==> src/hw/soc_pkg.sv <==
// Shared bus types, SoC address map and CLINT register offsets.
// Every RTL block refers to these by scoped name; the byte-enable
// merge helper is shared by the boot RAM and the CLINT registers.

`default_nettype none

package soc_pkg;

  // ------------------------------
  // bus widths
  // ------------------------------
  localparam int unsigned AddrWidth = 32;
  localparam int unsigned DataWidth = 64;
  localparam int unsigned BeWidth   = DataWidth / 8;

  typedef logic [AddrWidth-1:0] addr_t;
  typedef logic [DataWidth-1:0] data_t;
  typedef logic [BeWidth-1:0]   be_t;

  // ------------------------------
  // address map
  // ------------------------------
  localparam addr_t RomBase     = 32'h0001_0000; // boot RAM, length set by RomWords
  localparam addr_t ClintBase   = 32'h0200_0000;
  localparam addr_t ClintLength = 32'h000C_0000;

  // CLINT offsets from ClintBase
  localparam addr_t MsipOffset     = 32'h0000_0000;
  localparam addr_t MtimecmpOffset = 32'h0000_4000;
  localparam addr_t MtimeOffset    = 32'h0000_BFF8;

  // one-hot, bit 0 boot RAM, bit 1 CLINT, zero means unmapped
  typedef logic [1:0] region_sel_t;

  typedef struct packed {
    logic  we;
    addr_t addr;
    data_t wdata;
    be_t   be;
  } bus_req_t;

  typedef struct packed {
    data_t rdata;
    logic  err;
  } bus_rsp_t;

  // replace only the bytes whose enable is set
  function automatic data_t be_merge(data_t old_d, data_t new_d, be_t be);
    data_t res;
    res = old_d;
    for (int b = 0; b < BeWidth; b++) begin
      if (be[b]) begin
        res[8*b +: 8] = new_d[8*b +: 8];
      end
    end
    return res;
  endfunction

endpackage

`default_nettype wire

==> src/hw/address_decoder.sv <==
// Decode stage. Matches the request address against the SoC map and
// raises the strobe of the one target that owns it. An address that
// hits no region leaves region_sel_o at zero for the result stage.

`timescale 1ns/1ps
`default_nettype none

module address_decoder #(
  parameter int unsigned RomWords = 512
) (
  input  logic                 req_i,
  input  soc_pkg::addr_t       addr_i,
  output logic                 ram_req_o,
  output logic                 clint_req_o,
  output soc_pkg::region_sel_t region_sel_o
);

  // inclusive region ends
  localparam soc_pkg::addr_t RomLast =
    soc_pkg::RomBase + soc_pkg::addr_t'(RomWords * soc_pkg::BeWidth) - 1;
  localparam soc_pkg::addr_t ClintLast =
    soc_pkg::ClintBase + soc_pkg::ClintLength - 1;

  logic ram_hit;
  logic clint_hit;

  assign ram_hit   = (addr_i >= soc_pkg::RomBase) && (addr_i <= RomLast);
  assign clint_hit = (addr_i >= soc_pkg::ClintBase) && (addr_i <= ClintLast);

  assign region_sel_o = {clint_hit, ram_hit};

  // ------------------------------
  // target strobes
  // ------------------------------
  assign ram_req_o   = req_i & region_sel_o[0];
  assign clint_req_o = req_i & region_sel_o[1];

  // a RomWords that grows the RAM into the CLINT window would break this
  always_comb begin
    if (req_i) begin
      assert ($onehot0(region_sel_o))
        else $error("address %h decodes to more than one region", addr_i);
    end
  end

endmodule

`default_nettype wire

==> config.mk <==
export PLATFORM = sky130hd
export DESIGN_NAME = address_decoder
export DESIGN_NICKNAME = d
export VERILOG_FILES = /design/src/hw/soc_pkg.sv /design/src/hw/address_decoder.sv
export SDC_FILE = /design/constraint.sdc
export NUM_CORES = 1
export LEC_CHECK = 0
export ABC_AREA = 1
export BUFFER_PORTS_ARGS = -buffer_cell sky130_fd_sc_hd__buf_2
export CAP_MARGIN = 40
export CORE_AREA = 2 2 39 41
export DETAILED_ROUTE_END_ITERATION = 6
export DIE_AREA = 0 0 41 43
export PLACE_DENSITY = 0.47
export SYNTH_ARGS = -nofsm -noshare
export SYNTH_HDL_FRONTEND = slang
export SYNTH_SLANG_ARGS = --single-unit
export TNS_END_PERCENT = 1
==> constraint.sdc <==
create_clock -name vclk -period 0.8
set_input_delay 0.08 -clock vclk [all_inputs]
set_output_delay 0.08 -clock vclk [all_outputs]
set_load 0.02 [all_outputs]
==> results.md <==
* Status: finished with violations
* Violated checks: setup timing
* Core Area at 1384 sq um
* CP arrival at 0.79 ns
* Crit Path Max Fanout at 2
* Metal2 WL at 294 um
* DRT Pass-1 Iters at 1
* Met3 wire len at 70 um
* CP cell instances: buf_2 -> nor2_1 -> nand2_1 -> nor2_1 -> nand3_2 -> nor2_1 -> buf_4
* Most area-consuming cells after synthesis: nor2_1 (39%), nand2_1 (21%), buf_4 (12%)
* Detail Route Antenna Nets at 0
* Cells after synthesis at 29
* Clock buffers at 0
* Distinct cells, synth at 6
* Power per cell area at 311.2 nW/um^2
* WL/cell at 7.362 um
* Placer Congestion at 0.6087
* Initial antenna violation count at 0
* Initial Util at 8.951%
* Post-synth top area share at 39.39%
* Pin count of the biggest net entering global routing at 3
* MaxCap Viol Count at 0
* Filler cells at 164
* Design area at 377.9 sq um
* DR iter-0 viols at 0
* RSZ-0062 raised after global routing: true
* N_diodes at 0
* Die area at 1763 sq um
* Worst EP required at 0.72 ns
* Critical path endpoint category: primary output
* Vias per inst at 3.667
* Layout cells sized above 1 at 77.36%
* Slew Viols, Final at 0
* Synth Cell Area at 123.9 sq um
* Number of buffers inserted by hold repair at cts at 0
* Remaining Overflow, GRT at 0
* Die Width at 41 um
* Port Buffers at 25
* Final setup margin at -0.07159 ns
* Slowest CP cell: buf_4
* Leak at 0.1858 nW
* Synth Warn # at 0
* DP Wirelength at 428.6 um
* Hold Vio Cnt, Final at 0
* Period Utilization, post-route at 108.9%
* Worst Tran Pin Value at 0.1295 ns
* Post-synthesis sequential area ratio at 0%
* Finish-stage setup viols at 4
* F_max at 1147 MHz
* # IOs at 37
* Nets@finish at 88
* Total wire length at 508 um
* Minimum clock period at 0.8716 ns
* Metal-1 WL at 143 um
* First-pass GRT wire length at 738 um
* Site row count at 14
* Via count at 253
* Worst vdd ir at 81.88 uV
* CP Class: input pin to primary output
* Worst slew margin at 91.34%
* CP max stage delay at 0.14 ns
* Gr usage total at 5.594%
* Layout Utilization at 27.31%
* Synthesized Nets at 62
* Die height at 43 um
* HP Class: input pin to primary output
* Remaining DRCs at 0
* Syn_area_per_cell at 4.271 sq um
* Post-place instance area at 261.5 sq um
* Vias in the first global route at 207
* Area delta synth->final at 205.0%
* Startpoint Class: input pin
* Seq cells at 0
* Leading area contributor after synthesis: nor2_1
* Most used cell, CP: nor2_1
* Register Area at 0 sq um
* Uppermost routed layer: met3
## logic make-up (layout without fill, tap and decap cells)
family	Yosys count	count (layout)	share of synthesized area, %
buffers and inverters	5	29	21.21
AND/OR/NAND/NOR	24	24	78.79
## final cells by class
class	count	area [sq um]	share of cell area (%)
Multi-Input combinational cell	24	155.1	41.06
Timing Repair Buffer	26	191.4	50.66
Inverter	3	11.26	2.980
Tap cell	16	20.02	5.298
## worst paths after layout
| check | startpoint | to | slack, ns | depth (start not counted) |
|---|---|---|---|---|
| hold / removal | req_i | clint_req_o | 0.49 | 4 |
| setup / recovery | addr_i[25] | ram_req_o | -0.07 | 7 |
## critical path: cells and delay by family
family,cells,cell delay [ns]
and+or+nand+nor,5,0.46
buffers and inverters,2,0.25
## synth_stat cells
cell type and count:
buf_4 2, inv_1 3, nand2_1 7, nand3_1 2
nor2_1 13, nor2_2 2
## power by group
group	internal (mW)	total (mW)	switching, mW
clock	0	0	0
combinational	0.0726	0.118	0.0450
sequential	0	0	0
## repair_timing
item / in CTS / in global routing
pin swaps: 4 / 11
setup endpoints to repair: 4 / 4
resized for setup: 10 / 20
buffers inserted: 0 / 0
## through the flow
stage          hold WS, ns  setup TNS, ns  worst slack, ns  total power [mW]  cells
2_1_floorplan       0.3012              0          0.02502           0.01899     29
3_3_place_gp        0.4977        -0.3337          -0.1006           0.07582     69
3_5_place_dp        0.5014        -0.3187          -0.1040           0.07637     69
4_1_cts             0.5034        -0.1977         -0.07492           0.08718     69
5_1_grt             0.5113        -0.5148          -0.1671            0.1305     69
6_report            0.4910        -0.1614         -0.07159            0.1176     69
## per-layer routing
layer | vias to the layer above | track usage (%)
li1 | 132 | -
met3 | 0 | 0
met2 | 14 | 11.25
met4 | 0 | 0
met5 | - | 0
met1 | 107 | 6.329
## layout by cell type (no fill, tap or decap), drive strengths merged
cell	Yosys	layout
nand3	2	2
inv	3	3
nand2	7	7
buf	2	26
nor2	15	15
(Power assumes the default switching activity.)
