`config.mk`:
```
export PLATFORM = sky130hd
export DESIGN_NAME = response_merge
export DESIGN_NICKNAME = d
export VERILOG_FILES = /design/src/hw/soc_pkg.sv /design/src/hw/response_merge.sv
export SDC_FILE = /design/constraint.sdc
export NUM_CORES = 1
export LEC_CHECK = 0
export BUFFER_PORTS_ARGS = -buffer_cell sky130_fd_sc_hd__buf_2
export CORE_AREA = 3 3 75 77
export CTS_BUF_LIST = sky130_fd_sc_hd__clkbuf_8
export CTS_CLUSTER_SIZE = 14
export DETAILED_ROUTE_END_ITERATION = 10
export DIE_AREA = 0 0 78 80
export GPL_ROUTABILITY_DRIVEN = 0
export GPL_TIMING_DRIVEN = 0
export SLEW_MARGIN = 25
export SYNTH_ARGS = -nofsm -noshare
export SYNTH_HDL_FRONTEND = slang
export SYNTH_SLANG_ARGS = --single-unit
```
`constraint.sdc`:
```
create_clock -name clk -period 4 [get_ports clk]
set_clock_uncertainty 0.1 [all_clocks]
set_input_delay 1 -clock clk [delete_from_list [all_inputs] [get_ports clk]]
set_output_delay 1 -clock clk [all_outputs]
set_load 0.05 [all_outputs]
```
`src/hw/soc_pkg.sv`:
```
// Shared bus types, SoC address map and CLINT register offsets.
// Every RTL block refers to these by scoped name; the byte-enable
// merge helper is shared by the boot RAM and the CLINT registers.

`default_nettype none

package soc_pkg;

  // ------------------------------
  // bus widths
  // ------------------------------
  localparam int unsigned AddrWidth = 32;
  localparam int unsigned DataWidth = 64;
  localparam int unsigned BeWidth   = DataWidth / 8;

  typedef logic [AddrWidth-1:0] addr_t;
  typedef logic [DataWidth-1:0] data_t;
  typedef logic [BeWidth-1:0]   be_t;

  // ------------------------------
  // address map
  // ------------------------------
  localparam addr_t RomBase     = 32'h0001_0000; // boot RAM, length set by RomWords
  localparam addr_t ClintBase   = 32'h0200_0000;
  localparam addr_t ClintLength = 32'h000C_0000;

  // CLINT offsets from ClintBase
  localparam addr_t MsipOffset     = 32'h0000_0000;
  localparam addr_t MtimecmpOffset = 32'h0000_4000;
  localparam addr_t MtimeOffset    = 32'h0000_BFF8;

  // one-hot, bit 0 boot RAM, bit 1 CLINT, zero means unmapped
  typedef logic [1:0] region_sel_t;

  typedef struct packed {
    logic  we;
    addr_t addr;
    data_t wdata;
    be_t   be;
  } bus_req_t;

  typedef struct packed {
    data_t rdata;
    logic  err;
  } bus_rsp_t;

  // replace only the bytes whose enable is set
  function automatic data_t be_merge(data_t old_d, data_t new_d, be_t be);
    data_t res;
    res = old_d;
    for (int b = 0; b < BeWidth; b++) begin
      if (be[b]) begin
        res[8*b +: 8] = new_d[8*b +: 8];
      end
    end
    return res;
  endfunction

endpackage

`default_nettype wire

```
`src/hw/response_merge.sv`:
```
// Result stage. Registers the request strobe and the region select on
// the request edge, then picks the matching target's read data in the
// following cycle. An empty select answers with err and zero data.

`timescale 1ns/1ps
`default_nettype none

module response_merge (
  input  logic                 clk,
  input  logic                 ndmreset_n,
  input  logic                 req_i,
  input  soc_pkg::region_sel_t region_sel_i,
  input  soc_pkg::data_t       ram_rdata_i,
  input  soc_pkg::data_t       clint_rdata_i,
  output logic                 rsp_valid_o,
  output soc_pkg::bus_rsp_t    rsp_o
);

  logic                 valid_q;
  soc_pkg::region_sel_t sel_q;

  always_ff @(posedge clk or negedge ndmreset_n) begin
    if (!ndmreset_n) begin
      valid_q <= 1'b0;
      sel_q   <= '0;
    end else begin
      valid_q <= req_i;
      sel_q   <= region_sel_i;
    end
  end

  assign rsp_valid_o = valid_q;

  // targets already hold zero after a write
  always_comb begin
    rsp_o = '0;
    if (sel_q[0]) begin
      rsp_o.rdata = ram_rdata_i;
    end else if (sel_q[1]) begin
      rsp_o.rdata = clint_rdata_i;
    end else begin
      rsp_o.err = 1'b1; // unmapped
    end
  end

  a_rsp_follows_req: assert property (@(posedge clk) disable iff (!ndmreset_n)
    $rose(rsp_valid_o) |-> $past(req_i))
    else $error("response without a request in the previous cycle");

endmodule

`default_nettype wire

```
==> flow_summary.toml, run 1 <==
[outcome]
status = "completed"

[finish]
drive_gt1_share_pct = 74.6
final_cell_mix = "buf_2, a22o_1, buf_6"
final_util_pct = 37.2
stdcell_count = 357
area_delta_synth_final_pct = 147
layout_commonest_cell = "buf_2"
layout.nets = 421
diodes = 0
regArea_um2 = 75.1
multi_input_area_um2 = 577
num-fill-cells = 562

[logic_synthesis]
synthesis.nets = 218
synthMuxAreaShare_pct = 0
avgSynthCellArea_um2 = 9.01
synth_compound_area_share_pct = 72.7
yosysWarnings = 0
ys_types = 10
yosys.area_share.adder_pct = 0
synthXorXnorAreaFrac_pct = 0
netlist_area_um2 = 766
synth_seq_cells = 3
synth-simple-area-share_pct = 2.61
seq_area_frac_synth_pct = 9.80
synth_top_family_by_area = "compound AO/OA/AOI/OAI gates"
syn_inst = 85

[floorplanning]
start_util_pct = 15.1
die_width_um = 78
coreArea_um2 = 5070
ios = 199
num_rows = 26
dieHeight_um = 80
die-area_um2 = 6240

[hold_path]
hold_class = "primary input to asynchronous set/reset pin"

[place]
port_buffers = 198
dpl.cell_count = 353
dp_hpwl_um = 4180

[grt]
overflow = 0
grt_util_all_layers_pct = 13.0
grt_pass1_wl_um = 6720
grt_max_degree = 11
grt_pass1_vias = 1389
antenna_found_initial = 0

[timing]
finalSetupTns_ns = 0
fmax_mhz = 379
finalHoldViolCount = 0
drv_slew = 0
maxSlewHeadroom_pct = 69.3
post-route-period-util_pct = 65.9
setup_viol = 0
fin_crit_ns = 2.64
tightestPinTransition_ns = 0.460
rsz0062_at_grt = "no"

[power]
p_total_uw = 488
p_int_uw = 220
ir_drop_mv = 0.166
clkPwrFrac_pct = 17.3
p_sw_share_pct = 55.0
power_leakage_uw = 0.00118
p_comb_share_pct = 75.9
seqPwrFrac_pct = 6.9
cellPowerDensity_nw_per_um2 = 258
p_sw_uw = 268

[cts]
numCtsBuffers = 3
htree_levels = 1
clk_pin_slew_ns = 0.03
ctsResizeCount = 0
holdBufCountCts = 0
cts_setup_buffers = 0
numClockSinks = 3
root_buffer = "clkbuf_8"
clk_path_buf_depth = 2
cts_tree = "built"

[drt]
drt_first_pass_iters = 4
drc = 0
wl_um = 4770
drtIter0Drc = 28
wl_per_cell_um = 13.4
antenna_left = 0
vias_per_cell = 4.31
vias = 1537

[critical_path]
crit_slowest_cell = "a22o_1"
worstSetupPathType = "primary input to output port"
worst-path-max-fanout = 1
path_cells = "buf_2 -> a22o_1 -> buf_2"
critPathMaxStageDelay_ns = 0.22
critPathRequiredTime_ns = 2.90
path_common_cell = "buf_2"
startpoint_type = "primary input"
end_kind = "output port"
worstPathArrival_ns = 1.54

[flow_run]
cap_viol_max_count = 0
[worst max-delay path, delay by kind of cell]
kind            cells  cell delay [ns]
compound gates      1             0.22
buf+inv             2             0.31
[Yosys cell counts]
library cell / instances / area, um2
a22o_1: 63 / 552
buf_2: 4 / 20.0
buf_4: 1 / 7.51
buf_6: 7 / 78.8
clkbuf_1: 2 / 7.51
dfrtp_1: 3 / 75.1
nand2_1: 2 / 7.51
nor2_1: 1 / 3.75
nor2b_2: 1 / 8.76
o21ai_1: 1 / 5.00
[stage by stage]
stage	setup slack (ns)	hold WS (ns)	cell area, um2
2_1_floorplan	1.16	0.604	766
3_3_place_gp	1.36	0.696	1840
3_5_place_dp	1.36	0.700	1840
4_1_cts	1.36	0.473	1890
5_1_grt	1.28	0.473	1890
6_report	1.36	0.477	1890
[path summary, 6_finish.rpt]
path                                 start  slack (ns)           to
max                        ram_rdata_i[62]        1.36    rsp_o[63]
min                             ndmreset_n        0.48     sel_q[0]
max in group asynchronous       ndmreset_n        3.22  rsp_valid_o
min in group clk           region_sel_i[0]        0.79     sel_q[0]
[per-layer routing]
metal / routed length (um) / vias to the layer above / global-route usage (%)
li1: - / 771 / -
met1: 1760 / 681 / 15.9
met2: 2550 / 85 / 24.1
met3: 459 / 0 / 2.71
met4: 0 / 0 / 1.57
met5: 0 / - / 0
[power by group through the flow]
| stage | Sequential [uW] | Combinational [uW] | Clock [uW] |
|---|---|---|---|
| after floorplan | 35.2 | 251 | 0 |
| after global placement | 33.9 | 371 | 0 |
| after detailed placement | 34.0 | 372 | 0 |
| after CTS | 33.7 | 373 | 86.5 |
| after global routing | 33.9 | 389 | 90.6 |
| final | 33.5 | 370 | 84.3 |
[layout make-up]
class / count / share of cell area [%]
clock inverter: 1 / 0.199
multi-input combinational: 68 / 30.5
clock buffer: 3 / 2.19
timing repair buffer: 198 / 52.5
buffer: 14 / 6.03
tap: 70 / 4.64
sequential: 3 / 3.97
[flip-flops by register name (all words and copies together) (netlist names)]
name	cells
rsp_valid_o	1
sel_q	2
[kinds of logic (layout without fill, tap and decap cells)]
kind of cell	Yosys count	count (layout)
DFF	3	3
AOI/OAI and AO/OA	64	64
buffers and inverters	14	216
and+or+nand+nor	4	4
(Power assumes the default switching activity.)
==> inputs of run 2 (changes only) <==
CORE_AREA = 3 3 76 78   (was 3 3 75 77)
DIE_AREA = 0 0 79 81   (was 0 0 78 80)
clock period = 2.3 ns   (was 4 ns; I/O delays follow)
==> run 2 against run 1 <==
Net effect:
- die area grew 2.5%
- sequential power grew 73%
- total power grew 75%
- flip-flop and latch count did not move
- worst hold slack lost 0.43 ns
==> flow_summary.toml, run 2 (same netlist as run 1, synthesis figures left out) <==
[floorplanning]
die_width_um = 79
die-area_um2 = 6400
num_rows = 26
coreArea_um2 = 5140
dieHeight_um = 81
start_util_pct = 14.9
ios = 199

[drt]
wl_um = 4850
drtIter0Drc = 39
vias_per_cell = 4.32
wl_per_cell_um = 13.6
drc = 0
drt_first_pass_iters = 4
vias = 1541
antenna_left = 0

[critical_path]
critPathMaxStageDelay_ns = 0.41
cp_num_cells = 4
end_kind = "output port"
cp_top_family = "buffers and inverters"
path_common_cell = "buf_2"
crit_buf_inv = 3
worstSetupPathType = "flip-flop to output port"
worst-path-max-fanout = 10
crit_slowest_cell = "dfrtp_1"
startpoint_type = "flip-flop"
path_cells = "buf_4 -> buf_2 -> a22o_1 -> buf_2"
critPathRequiredTime_ns = 1.62
worstPathArrival_ns = 1.50

[finish]
num-fill-cells = 568
largest_reg_flops = 2
drive_gt1_share_pct = 74.6
area_delta_synth_final_pct = 147
layout_commonest_cell = "buf_2"
final_cell_mix = "buf_2, a22o_1, buf_6"
top_register = "sel_q"
layout.nets = 421
diodes = 0

[cts]
clk_path_buf_depth = 2
htree_levels = 1
cts_setup_buffers = 0
cts_tree = "built"
numCtsBuffers = 3
clk_pin_slew_ns = 0.03
numClockSinks = 3
root_buffer = "clkbuf_8"

[timing]
tightestPinTransition_ns = 0.437
rsz0062_at_grt = "no"
maxSlewHeadroom_pct = 70.8
post-route-period-util_pct = 94.7
finalSetupTns_ns = 0
finalHoldViolCount = 0
fmax_mhz = 459
drv_slew = 0
fin_crit_ns = 2.18
setup_viol = 0

[power]
p_comb_share_pct = 75.8
p_total_uw = 852
p_sw_share_pct = 55.0
p_sw_uw = 469
cellPowerDensity_nw_per_um2 = 450
clkPwrFrac_pct = 17.4
power_leakage_uw = 0.00118
seqPwrFrac_pct = 6.8
ir_drop_mv = 0.454
p_int_uw = 383

[hold_path]
hold_class = "primary input to asynchronous set/reset pin"

[grt]
overflow = 0
antenna_found_initial = 0
grt_util_all_layers_pct = 12.5
grt_pass1_wl_um = 6530
grt_max_degree = 11
grt_pass1_vias = 1402

[place]
port_buffers = 198
dp_hpwl_um = 4190

[flow_run]
cap_viol_max_count = 0

[outcome]
status = "completed"
## run 2: per-stage QoR
step | instances | area [um2] | utilization [%] | worst slack (ns) | hold slack [ns]
final | 357 | 1890 | 36.8 | 0.121 | 0.0461
after global routing | 357 | 1890 | 36.8 | 0.00264 | 0.0408
after CTS | 357 | 1890 | 36.8 | 0.0678 | 0.0432
after detailed placement | 353 | 1840 | 35.9 | 0.295 | 0.271
after global placement | 353 | 1840 | 35.9 | 0.320 | 0.272
after floorplan | 85 | 766 | - | 0.184 | 0.179
## run 2: metal layers
metal	GRT usage [%]	vias to the layer above	wire (um)
li1	-	776	-
met1	15.1	665	1830
met2	23.0	98	2520
met3	1.88	2	487
met4	3.09	0	22
met5	0	-	0
## run 2: timing repair
item | CTS | global route
hold buffers | 0 | 0
endpoints found under the setup margin | 0 | 1
gates resized for setup | 0 | 1
## run 2: area by class of cell
| type | count | area [um2] | area share [%] |
|---|---|---|---|
| clock buffers | 3 | 41.3 | 2.18 |
| flip-flops and latches | 3 | 75.1 | 3.97 |
| well taps | 70 | 87.6 | 4.63 |
| repair buffers | 198 | 993 | 52.5 |
| multi-input cells | 68 | 577 | 30.5 |
| clock inverters | 1 | 3.75 | 0.198 |
| plain buffers | 14 | 114 | 6.02 |
## run 2: worst max-delay path by stage
| stage | start | endpoint |
|---|---|---|
| after floorplan | sel_q[0] | rsp_o[62] |
| after global placement | sel_q[0] | rsp_o[62] |
| after detailed placement | sel_q[0] | rsp_o[62] |
| after CTS | sel_q[0] | rsp_o[62] |
| after global routing | sel_q[0] | rsp_o[33] |
| final | sel_q[0] | rsp_o[43] |
## run 2: power groups by stage
stage	sequential (uW)	combinational (uW)	clock (uW)
2_1_floorplan	61.2	436	0
3_3_place_gp	58.8	644	0
3_5_place_dp	59.0	648	0
4_1_cts	58.4	650	152
5_1_grt	58.6	679	160
6_report	58.0	646	148
