## src/hw/soc_pkg.sv

```systemverilog
// Shared bus types, SoC address map and CLINT register offsets.
// Every RTL block refers to these by scoped name; the byte-enable
// merge helper is shared by the boot RAM and the CLINT registers.

`default_nettype none

package soc_pkg;

  // ------------------------------
  // bus widths
  // ------------------------------
  localparam int unsigned AddrWidth = 32;
  localparam int unsigned DataWidth = 64;
  localparam int unsigned BeWidth   = DataWidth / 8;

  typedef logic [AddrWidth-1:0] addr_t;
  typedef logic [DataWidth-1:0] data_t;
  typedef logic [BeWidth-1:0]   be_t;

  // ------------------------------
  // address map
  // ------------------------------
  localparam addr_t RomBase     = 32'h0001_0000; // boot RAM, length set by RomWords
  localparam addr_t ClintBase   = 32'h0200_0000;
  localparam addr_t ClintLength = 32'h000C_0000;

  // CLINT offsets from ClintBase
  localparam addr_t MsipOffset     = 32'h0000_0000;
  localparam addr_t MtimecmpOffset = 32'h0000_4000;
  localparam addr_t MtimeOffset    = 32'h0000_BFF8;

  // one-hot, bit 0 boot RAM, bit 1 CLINT, zero means unmapped
  typedef logic [1:0] region_sel_t;

  typedef struct packed {
    logic  we;
    addr_t addr;
    data_t wdata;
    be_t   be;
  } bus_req_t;

  typedef struct packed {
    data_t rdata;
    logic  err;
  } bus_rsp_t;

  // replace only the bytes whose enable is set
  function automatic data_t be_merge(data_t old_d, data_t new_d, be_t be);
    data_t res;
    res = old_d;
    for (int b = 0; b < BeWidth; b++) begin
      if (be[b]) begin
        res[8*b +: 8] = new_d[8*b +: 8];
      end
    end
    return res;
  endfunction

endpackage

`default_nettype wire

```

## src/hw/clint.sv

```systemverilog
// Core-local interruptor. Holds msip, mtimecmp and mtime for a single
// hart. mtime counts on a real-time tick made by halving clk.
// timer_irq_o and ipi_o go straight to the hart's interrupt inputs.
// Read data is registered on the request edge like the boot RAM.

`timescale 1ns/1ps
`default_nettype none

module clint (
  input  logic              clk,
  input  logic              ndmreset_n,
  input  logic              req_i,
  input  soc_pkg::bus_req_t req_data_i,
  output soc_pkg::data_t    rdata_o,
  output logic              timer_irq_o,
  output logic              ipi_o
);

  // offsets are compared per 64-bit word
  localparam soc_pkg::addr_t WordMask = ~soc_pkg::addr_t'(soc_pkg::BeWidth - 1);

  logic           rtc_q;
  soc_pkg::data_t mtime_q;
  soc_pkg::data_t mtimecmp_q;
  logic           msip_q;

  soc_pkg::addr_t reg_off;
  logic           sel_msip;
  logic           sel_mtimecmp;
  logic           sel_mtime;
  logic           wr;

  assign reg_off      = (req_data_i.addr - soc_pkg::ClintBase) & WordMask;
  assign sel_msip     = reg_off == soc_pkg::MsipOffset;
  assign sel_mtimecmp = reg_off == soc_pkg::MtimecmpOffset;
  assign sel_mtime    = reg_off == soc_pkg::MtimeOffset;
  assign wr           = req_i & req_data_i.we;

  // ------------------------------
  // rtc tick, divide by two
  // ------------------------------
  always_ff @(posedge clk or negedge ndmreset_n) begin
    if (!ndmreset_n) begin
      rtc_q <= 1'b0;
    end else begin
      rtc_q <= ~rtc_q;
    end
  end

  // ------------------------------
  // timer and software registers
  // ------------------------------
  always_ff @(posedge clk or negedge ndmreset_n) begin
    if (!ndmreset_n) begin
      mtime_q     <= '0;
      mtimecmp_q  <= '1; // no timer irq until software sets it
      msip_q      <= 1'b0;
      timer_irq_o <= 1'b0;
    end else begin
      if (wr && sel_mtime) begin
        mtime_q <= soc_pkg::be_merge(mtime_q, req_data_i.wdata, req_data_i.be);
      end else if (rtc_q) begin
        mtime_q <= mtime_q + 1'b1;
      end
      if (wr && sel_mtimecmp) begin
        mtimecmp_q <= soc_pkg::be_merge(mtimecmp_q, req_data_i.wdata, req_data_i.be);
      end
      if (wr && sel_msip && req_data_i.be[0]) begin
        msip_q <= req_data_i.wdata[0];
      end
      timer_irq_o <= mtime_q >= mtimecmp_q;
    end
  end

  assign ipi_o = msip_q;

  // reads of unused offsets and all writes return zero
  always_ff @(posedge clk) begin
    if (req_i) begin
      if (req_data_i.we) begin
        rdata_o <= '0;
      end else if (sel_msip) begin
        rdata_o <= {{(soc_pkg::DataWidth-1){1'b0}}, msip_q};
      end else if (sel_mtimecmp) begin
        rdata_o <= mtimecmp_q;
      end else if (sel_mtime) begin
        rdata_o <= mtime_q;
      end else begin
        rdata_o <= '0;
      end
    end
  end

  // compare value at its reset default must never fire the timer
  a_no_irq_at_max_cmp: assert property (@(posedge clk) disable iff (!ndmreset_n)
    ((&mtimecmp_q) && !(&mtime_q)) |=> !timer_irq_o)
    else $error("timer irq raised with mtimecmp at all ones");

endmodule

`default_nettype wire

```

## config.mk

```make
export PLATFORM = sky130hd
export DESIGN_NAME = clint
export DESIGN_NICKNAME = d
export VERILOG_FILES = /design/src/hw/soc_pkg.sv /design/src/hw/clint.sv
export SDC_FILE = /design/constraint.sdc
export NUM_CORES = 1
export LEC_CHECK = 0
export ABC_AREA = 1
export BUFFER_PORTS_ARGS = -buffer_cell sky130_fd_sc_hd__clkbuf_2
export CAP_MARGIN = 15
export CELL_PAD_IN_SITES_DETAIL_PLACEMENT = 0
export CELL_PAD_IN_SITES_GLOBAL_PLACEMENT = 1
export CORE_ASPECT_RATIO = 0.9
export CORE_MARGIN = 2
export CORE_UTILIZATION = 30
export DETAILED_ROUTE_END_ITERATION = 8
export PLACE_DENSITY = 0.57
export SLEW_MARGIN = 20
export SYNTH_ARGS = -nofsm -noshare
export SYNTH_HDL_FRONTEND = slang
export SYNTH_SLANG_ARGS = --single-unit
```

## constraint.sdc

```tcl
create_clock -name clk -period 3.7 [get_ports clk]
set_input_delay 0.37 -clock clk [delete_from_list [all_inputs] [get_ports clk]]
set_output_delay 0.37 -clock clk [all_outputs]
set_load 0.01 [all_outputs]
```

==> impl_metrics.tcl, run 1 <==
set metrics [dict create \
    synth_fp_nets 2041 \
    ys_types 40 \
    worst_slew_pin_slew_ns 0.8558 \
    placed_cells 2597 \
    grt_start_max_net_pins 74 \
    placementRows 73 \
    clock_latency_ns 0.50 \
    h-tree-depth 4 \
    grt_pass1_vias 12306 \
    synth_edf_count 64 \
    top_usage_layer "met2" \
    wl_um 49350 \
    rsz0062_at_grt "false" \
    maxCapViolCount 0 \
    fin_cells 2631 \
    final_hold_viol_count 0 \
    io_pins 174 \
    track_usage_pct 21.98 \
    synth_warnings 0 \
    async_reset_ff_share_pct 67.18 \
    setup_viol 0 \
    p_leak_nw 7.189 \
    drtIter0Drc 779 \
    coreArea_sq_mm 0.04430 \
    cp.arrival_ns 3.07 \
    hold_path_class "in -> reg" \
    slew_violations 0 \
    area_growth_pct 14.92 \
    drive_above_1_share_pct 18.42 \
    cts-buffers-inserted 17 \
    postRouteAntennaNets 0 \
    die-width_um 227.7 \
    start_util_pct 30.50 \
    tns_ns 0 \
    synthCells 1868 \
    p_per_area_mw_per_mm2 284.6 \
    antenna_found_initial 1 \
    crit_type "reg -> reg" \
    yosysMostFrequentCell "nand2_1" \
    synth_area_sq_mm 0.01351 \
    path_max_fanout 6 \
    timing.final.crit_period_ns 2.662 \
    final_net_count 2190 \
    vias_per_cell 4.778 \
    wl_per_cell_um 18.76 \
    port_buffers 170 \
    hpwl_um 37830 \
    grt-ovfl-total 0 \
    clock_path_buffers 2 \
    vias 12570 \
    cts_sinks 195 \
    use_met3_pct 4.884 \
    post_cts_buffers 0 \
    cts.repair.resized 0 \
    die_y_um 205.3 \
    gp_congestion 0.9261 \
    cts_tree "yes" \
    ys_ff_latch 195 \
    met1_usage_pct 31.42 \
    synth_ff_type "dfrtp_1" \
    skew_ns 0.01265 \
    max_freq_ghz 0.3757 \
    vdd_ir_drop_max_mv 0.3445 \
    synth_top_cell_by_area "nand2_1" \
    avgSynthCellArea_sq_um 7.233 \
    fin_hold_ws_ns 0.07814 \
    finalCoreUtilization_pct 35.05 \
    drc 0 \
    fp.dieArea_sq_mm 0.04675 \
    grt_pass1_wl_um 75350 \
    cts_hold_buf 1 \
    synth_top_area_share_pct 15.34 \
    slew_headroom_pct 42.42 \
    synth_top_cells_by_area "nand2_1 (15%), edfxtp_1 (14%), dfstp_2 (12%), dfrtp_1 (12%), inv_1 (6.7%)" \
    cts-root-buf "clkbuf_16" \
    synth-seq-area-share_pct 39.08 \
    pre_cts_slack_ns 0.8968 \
    critPathLaunchType "flop" \
    finalCritPeriodShare_pct 71.95 \
    critical_path_required_ns 4.10 \
    clkTransAtPathRegs_ns 0.08 \
    synthTopCellsByCount "nand2_1 (552), inv_1 (241), nor2_1 (228), nand3_1 (133), o21ai_0 (106)" \
    status "completed" \
    dr.pass1.iters 5 \
    fin_ws_ns 1.038 \
    end_kind "flop" \
    gr-usage-met2_pct 33.04 \
]
==> final timing paths <==
| kind | start | endpoint | slack (ns) | cells after the start |
|---|---|---|---|---|
| max reg2reg | mtime_q[0] | mtime_q[60] | 1.04 | 12 |
| max | mtime_q[0] | mtime_q[60] | 1.04 | 12 |
| min | req_data_i[63] | mtimecmp_q[55] | 0.08 | 3 |
| max in group asynchronous | ndmreset_n | mtimecmp_q[27] | 2.35 | 3 |
| min reg2reg | mtimecmp_q[26] | mtimecmp_q[26] | 0.47 | 2 |
| min in group asynchronous | ndmreset_n | mtime_q[3] | 0.49 | 2 |
==> where the power goes <==
group          switching [mW]  leakage, nW  internal [mW]
clock network           0.932        0.277          0.989
logic                   0.171         4.66         0.0724
registers             0.00597         2.25           2.25
==> metal layers <==
layer | wire [um] | vias to the layer above
met1 | 24630 | 5907
met5 | 13 | -
met3 | 2447 | 40
li1 | - | 6341
met4 | 975 | 2
met2 | 21280 | 280
==> flip-flops by register name, indices dropped and copies added (netlist names) <==
| signal | cells |
|---|---|
| rdata_o | 64 |
| timer_irq_o | 1 |
| mtime_q | 64 |
| rtc_q | 1 |
| ipi_o | 1 |
| mtimecmp_q | 64 |
==> worst max-delay path: stages, from the launching register on <==
cell and delay [ns]:
dfrtp_1 0.56, ha_1 0.49, inv_2 0.10, nor2_4 0.26
inv_1 0.07, nor2_1 0.35, nand2_1 0.16, inv_1 0.22
nand2_1 0.08, nand2_1 0.06, nand3_1 0.07, nand2_1 0.10
nand2_1 0.05
==> area by class of cell <==
type / instances / area [sq um]
flip-flops and latches: 195 / 5280
diodes: 1 / 2.502
multi-input cells: 1363 / 6947
fillers: 4917 / 28770
inverters: 256 / 960.9
well taps: 600 / 750.7
repair buffers: 184 / 1017
clock buffers: 18 / 429.2
clock inverters: 14 / 138.9
==> through the flow <==
step / power (mW) / instance area, sq um
after global routing: 4.587 / 15520
after CTS: 4.510 / 15520
final: 4.419 / 15530
after global placement: 2.545 / 14950
after floorplan: 2.366 / 13510
after detailed placement: 2.546 / 14950
==> layout by cell type, fill, tap and decap left out, drive strengths merged, types with 2 or more instances in the layout <==
cell type,n
nand2,575
inv,257
nor2,240
clkbuf,186
o21ai,152
nand3,136
dfrtp,67
ha,65
nand4,64
dfstp,64
edfxtp,64
nor3b,62
a21oi,30
buf,15
xor2,12
clkinv,9
nor3,8
or2,5
xnor2,4
o21a,3
clkinvlp,2
bufinv,2
and3,2
==> kinds of logic after synthesis <==
| family | Yosys count | share of synthesized area, % |
|---|---|---|
| buffers and inverters | 310 | 9.520 |
| AND/OR/NAND/NOR | 1095 | 36.34 |
| AO/OA/AOI/OAI | 187 | 8.001 |
| flip-flops | 195 | 39.08 |
| XOR/XNOR | 16 | 1.037 |
| adder cells (fa/ha/maj) | 65 | 6.020 |
Power figures use the tool's default switching activity.
==> run 2: changes to the inputs <==
--- a/config.mk
+++ b/config.mk
@@ -5,7 +5,7 @@
 export SDC_FILE = /design/constraint.sdc
 export NUM_CORES = 1
 export LEC_CHECK = 0
-export ABC_AREA = 1
+export ABC_AREA = 0
 export BUFFER_PORTS_ARGS = -buffer_cell sky130_fd_sc_hd__clkbuf_2
 export CAP_MARGIN = 15
 export CELL_PAD_IN_SITES_DETAIL_PLACEMENT = 0
==> constraint.sdc (replaced) <==
create_clock -name clk -period 2.3 [get_ports clk]
set_input_delay 0.23 -clock clk [delete_from_list [all_inputs] [get_ports clk]]
set_output_delay 0.23 -clock clk [all_outputs]
set_load 0.01 [all_outputs]
==> run 2 against run 1 <==
Compared with the run above: the flow now finishes with violations (negative setup slack); synthesized cell count fell by 40%; worst setup slack got worse by 1.1 ns; critical endpoint is now mtime_q[58]; worst hold slack got worse by 0.065 ns; critical path depth fell by 4; largest power group unchanged; final cell count fell by 25%; critical path type unchanged.
==> impl_metrics.tcl, run 2 <==
set metrics [dict create \
    status "finished, violations left" \
    violations "negative setup slack" \
    rsz0062_at_grt "true" \
    cts-root-buf "clkbuf_16" \
    worst_slew_pin_slew_ns 0.9123 \
    vdd_ir_drop_max_mv 0.5084 \
    cts_tree "yes" \
    fillers 3719 \
    vias 10071 \
    final_hold_viol_count 0 \
    grt_pass1_vias 10084 \
    synth_area_sq_mm 0.01120 \
    crit_path_frequent_cell "nand4_1" \
    synthCells 1115 \
    cts_sinks 195 \
    slew_headroom_pct 39.18 \
    h-tree-depth 4 \
    coreArea_sq_mm 0.03705 \
    start_util_pct 30.22 \
    layout_common_cells "buf_4 (189), clkbuf_2 (168), nor2_1 (131)" \
    setup_viol 1 \
    ys_ff_latch 195 \
    vias_per_cell 5.125 \
    reg2reg_from "mtime_q[9]" \
    r2r-end "mtime_q[58]" \
    ys_types 60 \
    critical_path_required_ns 2.70 \
    placed_cells 1919 \
    grt_pass1_wl_um 59600 \
    top_regs "mtime_q (64), mtimecmp_q (64), rdata_o (64)" \
    synth_edf_count 64 \
    hold_path_end "mtime_q[58]" \
    die_y_um 187.3 \
    fp.dieArea_sq_mm 0.03888 \
    crit_family "simple AND/OR/NAND/NOR gates" \
    crit_type "reg -> reg" \
    drc 0 \
    synthTopCellsByCount "nor2_1 (132), inv_1 (85), dfrtp_1 (67), ha_1 (65), mux2_2 (65)" \
    min_delay_path_depth 3 \
    port_buffers 170 \
    avgSynthCellArea_sq_um 10.04 \
    postRouteAntennaNets 0 \
    async_reset_ff_share_pct 67.18 \
    wl_per_cell_um 19.47 \
    fin_ws_ns -0.02233 \
    timing.final.crit_period_ns 2.322 \
    finalCritPeriodShare_pct 101.0 \
    critPathLaunchType "flop" \
    track_usage_pct 19.91 \
    placed_cell_area_sq_mm 0.01408 \
    drive_above_1_share_pct 40.45 \
    clkTransAtPathRegs_ns 0.08 \
    pre_cts_slack_ns -0.6363 \
    end_kind "flop" \
    placementRows 67 \
    slew_violations 0 \
    fin_cells 1965 \
    cts-buffers-inserted 17 \
    gp_congestion 0.8560 \
    final_net_count 1641 \
    final_area_sq_mm 0.01496 \
    synth_ff_type "dfrtp_1" \
    synth-seq-area-share_pct 47.16 \
    rrSetupSlack_ns -0.02 \
    reg2regPathDepth 8 \
    p_leak_nw 6.355 \
    path_max_fanout 5 \
    io_pins 174 \
    antenna_found_initial 1 \
    synth_warnings 0 \
    clock_latency_ns 0.46 \
    synth_fp_nets 1288 \
    hold_path_class "in -> reg" \
    max_freq_ghz 0.4306 \
    slowest_stage "or4_1" \
    cp_num_buf_inv 2 \
    maxCapViolCount 0 \
    grt-ovfl-total 0 \
    hpwl_um 29260 \
    clock_path_buffers 2 \
    synth_top_cells_by_area "edfxtp_1 (17%), dfstp_2 (15%), dfrtp_1 (15%), ha_1 (7.3%), mux2_2 (6.5%)" \
    drtIter0Drc 656 \
    dr.pass1.iters 5 \
    p_per_area_mw_per_mm2 478.5 \
    cp.arrival_ns 2.72 \
    holdCritStartpoint "req_data_i[66]" \
    worstPathCellList "nand4_1 -> buf_6 -> nor4_4 -> nand4_1 -> buf_4 -> or3_4 -> or4_1 -> nand3_1" \
    synth_top_cell_by_area "edfxtp_1" \
    die-width_um 207.6 \
    area_growth_pct 33.65 \
    critPathMaxStageDelay_ns 0.52 \
    final_common_cell "buf_4" \
    wl_um 38260 \
    skew_ns 0.01235 \
    yosysMostFrequentCell "nor2_1" \
    synth_top_area_share_pct 17.17 \
    grt_start_max_net_pins 65 \
]
-- run 2: layout make-up --
class                      instances  area, sq um  area share [%]
multi-input combinational        794         5605           37.46
tap                              483        604.3           4.039
inverter                          85        319.1           2.132
clock buffer                      18        429.2           2.868
antenna                            1        2.502         0.01672
clock inverter                    14        161.4           1.079
timing repair buffer             375         2560           17.11
sequential                       195         5281           35.30
-- run 2: kinds of logic (layout without fill, tap and decap cells) --
family | Yosys count | in the layout | synth area share [%]
AO/OA/AOI/OAI | 244 | 244 | 15.09
other | 0 | 1 | 0
adder cells (fa/ha/maj) | 65 | 65 | 7.264
multiplexers | 70 | 70 | 6.985
AND/OR/NAND/NOR | 415 | 415 | 19.05
buffers and inverters | 126 | 492 | 4.448
flip-flops | 195 | 195 | 47.16
-- run 2: worst register-to-register path: stages (launching register included) --
cell and delay, ns:
dfrtp_1 0.35, nand4_1 0.11, buf_6 0.15, nor4_4 0.29, nand4_1 0.14, buf_4 0.18
or3_4 0.42, or4_1 0.53, nand3_1 0.10
-- run 2: worst max-delay path by stage --
stage,startpoint,depth (start not counted),slack [ns],endpoint
final,mtime_q[9],8,-0.02,mtime_q[58]
after global routing,mtimecmp_q[6],8,-0.15,timer_irq_o
after CTS,mtimecmp_q[6],8,-0.02,timer_irq_o
after detailed placement,mtimecmp_q[6],8,-0.64,timer_irq_o
after global placement,mtimecmp_q[10],8,-0.59,timer_irq_o
after floorplan,mtime_q[26],7,0.02,mtime_q[58]
-- run 2: metal layers --
layer,wire length [um],vias to the layer above,track usage (%)
met2,17200,214,30.77
met3,1315,37,2.602
met1,18910,4924,28.80
li1,-,4896,-
met5,0,-,0
met4,835,0,6.465
-- run 2: what timing repair did --
item	CTS	global route
pin swaps	10	21
setup endpoints to repair	14	18
gates resized for setup	18	22
setup buffers	4	8
hold endpoints to repair	19	0
hold buffers	1	0
-- run 2: report_power, final --
group	switching [mW]	leakage, nW	internal (mW)
combinational	0.240	3.98	0.125
clock	1.44	0.280	1.71
sequential	0.0132	2.09	3.63
-- run 2: through the flow --
step                setup TNS [ns]  total power, mW  hold WS, ns  utilization (%)
floorplan                        0            3.777     -0.06559                -
global placement            -5.027            4.085       0.2444            38.01
detailed placement          -5.145            4.085       0.2431            38.01
CTS                       -0.02332            7.258     0.003557            39.90
global route               -0.5338            7.410      0.01003            40.38
finish                    -0.02233            7.160      0.01306            40.38
==> run 3: changes to the inputs <==
--- a/config.mk
+++ b/config.mk
@@ -14,7 +14,7 @@
 export CORE_MARGIN = 2
 export CORE_UTILIZATION = 30
 export DETAILED_ROUTE_END_ITERATION = 8
-export PLACE_DENSITY = 0.57
+export PLACE_DENSITY = 0.59
 export SLEW_MARGIN = 20
 export SYNTH_ARGS = -nofsm -noshare
 export SYNTH_HDL_FRONTEND = slang
==> run 3 against run 2 <==
Compared with the run above: register-to-register slack better by 0.05 ns; combinational power hardly changed; sequential share of layout area is 0.10 points lower; flip-flop and latch count stayed put; largest cell class unchanged; the run now ends clean; worst setup slack better by 0.046 ns; critical endpoint is now timer_irq_o; critical path depth is 1 higher; global-route usage is 0.23 points lower; largest power group unchanged.
==> impl_metrics.tcl, run 3 (synthesis gave the netlist of run 2 again) <==
set metrics [dict create \
    critical_path_required_ns 2.68 \
    max_freq_ghz 0.4392 \
    placed_cells 1922 \
    p_leak_nw 6.361 \
    layout_common_cells "buf_4 (197), clkbuf_2 (168), nor2_1 (131)" \
    antenna_found_initial 1 \
    hpwl_um 29240 \
    drc 0 \
    end_kind "flop" \
    worstPathCellList "inv_2 -> ha_4 -> nand4_1 -> nor3_2 -> buf_4 -> nand4_1 -> buf_4 -> or3_4 -> o21ai_2" \
    cp_num_buf_inv 3 \
    p_per_area_mw_per_mm2 471.5 \
    vias_per_cell 5.126 \
    path_max_fanout 2 \
    clock_path_buffers 2 \
    cp.arrival_ns 2.66 \
    vdd_ir_drop_max_mv 0.5290 \
    fin_cells 1970 \
    start_util_pct 30.22 \
    critPathMaxStageDelay_ns 0.54 \
    final_area_sq_mm 0.01501 \
    timing.final.crit_period_ns 2.277 \
    pre_cts_slack_ns -0.6421 \
    crit_type "reg -> reg" \
    h-tree-depth 4 \
    status "completed" \
    placementRows 67 \
    tns_ns 0 \
    vias 10098 \
    dr.pass1.iters 5 \
    grt_start_max_net_pins 65 \
    fp.dieArea_sq_mm 0.03888 \
    seq_area_sq_mm 0.005284 \
    final_net_count 1646 \
    io_pins 174 \
    fin_hold_ws_ns 0.02075 \
    final_hold_viol_count 0 \
    crit_family "simple AND/OR/NAND/NOR gates" \
    slew_violations 0 \
    clkTransAtPathRegs_ns 0.08 \
    clock_latency_ns 0.46 \
    die-width_um 207.6 \
    critPathLaunchType "flop" \
    area_growth_pct 34.10 \
    final_common_cell "buf_4" \
    skew_ns 0.01049 \
    drive_above_1_share_pct 41.18 \
    setup_viol 0 \
    slew_headroom_pct 40.06 \
    fillers 3742 \
    cts_sinks 195 \
    top_regs "mtime_q (64), mtimecmp_q (64), rdata_o (64)" \
    wl_um 37610 \
    placed_cell_area_sq_mm 0.01409 \
    postRouteAntennaNets 0 \
    grt-ovfl-total 0 \
    finalCritPeriodShare_pct 98.99 \
    hold_path_class "in -> reg" \
    die_y_um 187.3 \
    cts-root-buf "clkbuf_16" \
    worst_slew_pin_slew_ns 0.8992 \
    wl_per_cell_um 19.09 \
    slowest_stage "dfstp_2" \
    gp_congestion 0.8500 \
    finalCoreUtilization_pct 40.52 \
    track_usage_pct 19.68 \
    maxCapViolCount 0 \
    port_buffers 170 \
    drtIter0Drc 623 \
    cts_tree "yes" \
    coreArea_sq_mm 0.03705 \
    fin_ws_ns 0.02328 \
    rsz0062_at_grt "true" \
    grt_pass1_wl_um 59510 \
    cts-buffers-inserted 17 \
    total_power_mw 7.079 \
    multiInputGateArea_sq_mm 0.005644 \
    grt_pass1_vias 10240 \
]
## run 3: cell count changes in the layout (fill, tap and decap cells not counted), moves of 3 or more
cell        delta
ha_4           +3
ha_1           -4
buf_4          +8
clkinvlp_4     -3
clkinv_2       -3
clkinv_4       +3
## run 3: final cells by class
class	instances	area share (%)
multi-input cells	794	37.59
flip-flops and latches	195	35.19
repair buffers	380	17.17
well taps	483	4.025
clock buffers	18	2.859
inverters	85	2.125
clock inverters	14	1.017
diodes	1	0.01667
## run 3: worst register-to-register path, cell delays in order (launching register included)
cell     delay (ns)
dfstp_2        0.54
inv_2          0.05
ha_4           0.26
nand4_1        0.25
nor3_2         0.26
buf_4          0.13
nand4_1        0.08
buf_4          0.16
or3_4          0.37
o21ai_2        0.11
## run 3: worst paths after layout
check	startpoint	cells past startpoint	end	slack (ns)
max in group asynchronous	ndmreset_n	3	mtimecmp_q[60]	1.37
setup / recovery	mtimecmp_q[61]	9	timer_irq_o	0.02
hold / removal	req_data_i[20]	3	mtime_q[12]	0.02
setup reg to reg	mtimecmp_q[61]	9	timer_irq_o	0.02
hold reg to reg	ipi_o	1	ipi_o	0.56
min in group asynchronous	ndmreset_n	2	mtimecmp_q[29]	0.48
## run 3: what timing repair did
item | in CTS | in global routing
endpoints found under the setup margin | 7 | 22
resized for setup | 23 | 26
hold endpoints to repair | 18 | 0
setup buffers | 9 | 8
pin swaps | 16 | 17
hold buffers | 1 | 0
gates cloned | 0 | 0
## run 3: per-layer routing
layer  GRT usage, %  vias up  routed length (um)
li1               -     4910                   -
met1          27.53     4957               18180
met2          31.51      196               17410
met3          3.106       35                1304
met4          5.565        0                 718
met5              0        -                   0
## run 3: power breakdown
group / internal, mW / switching, mW
sequential: 3.63 / 0.0138
combinational: 0.126 / 0.238
clock: 1.62 / 1.45
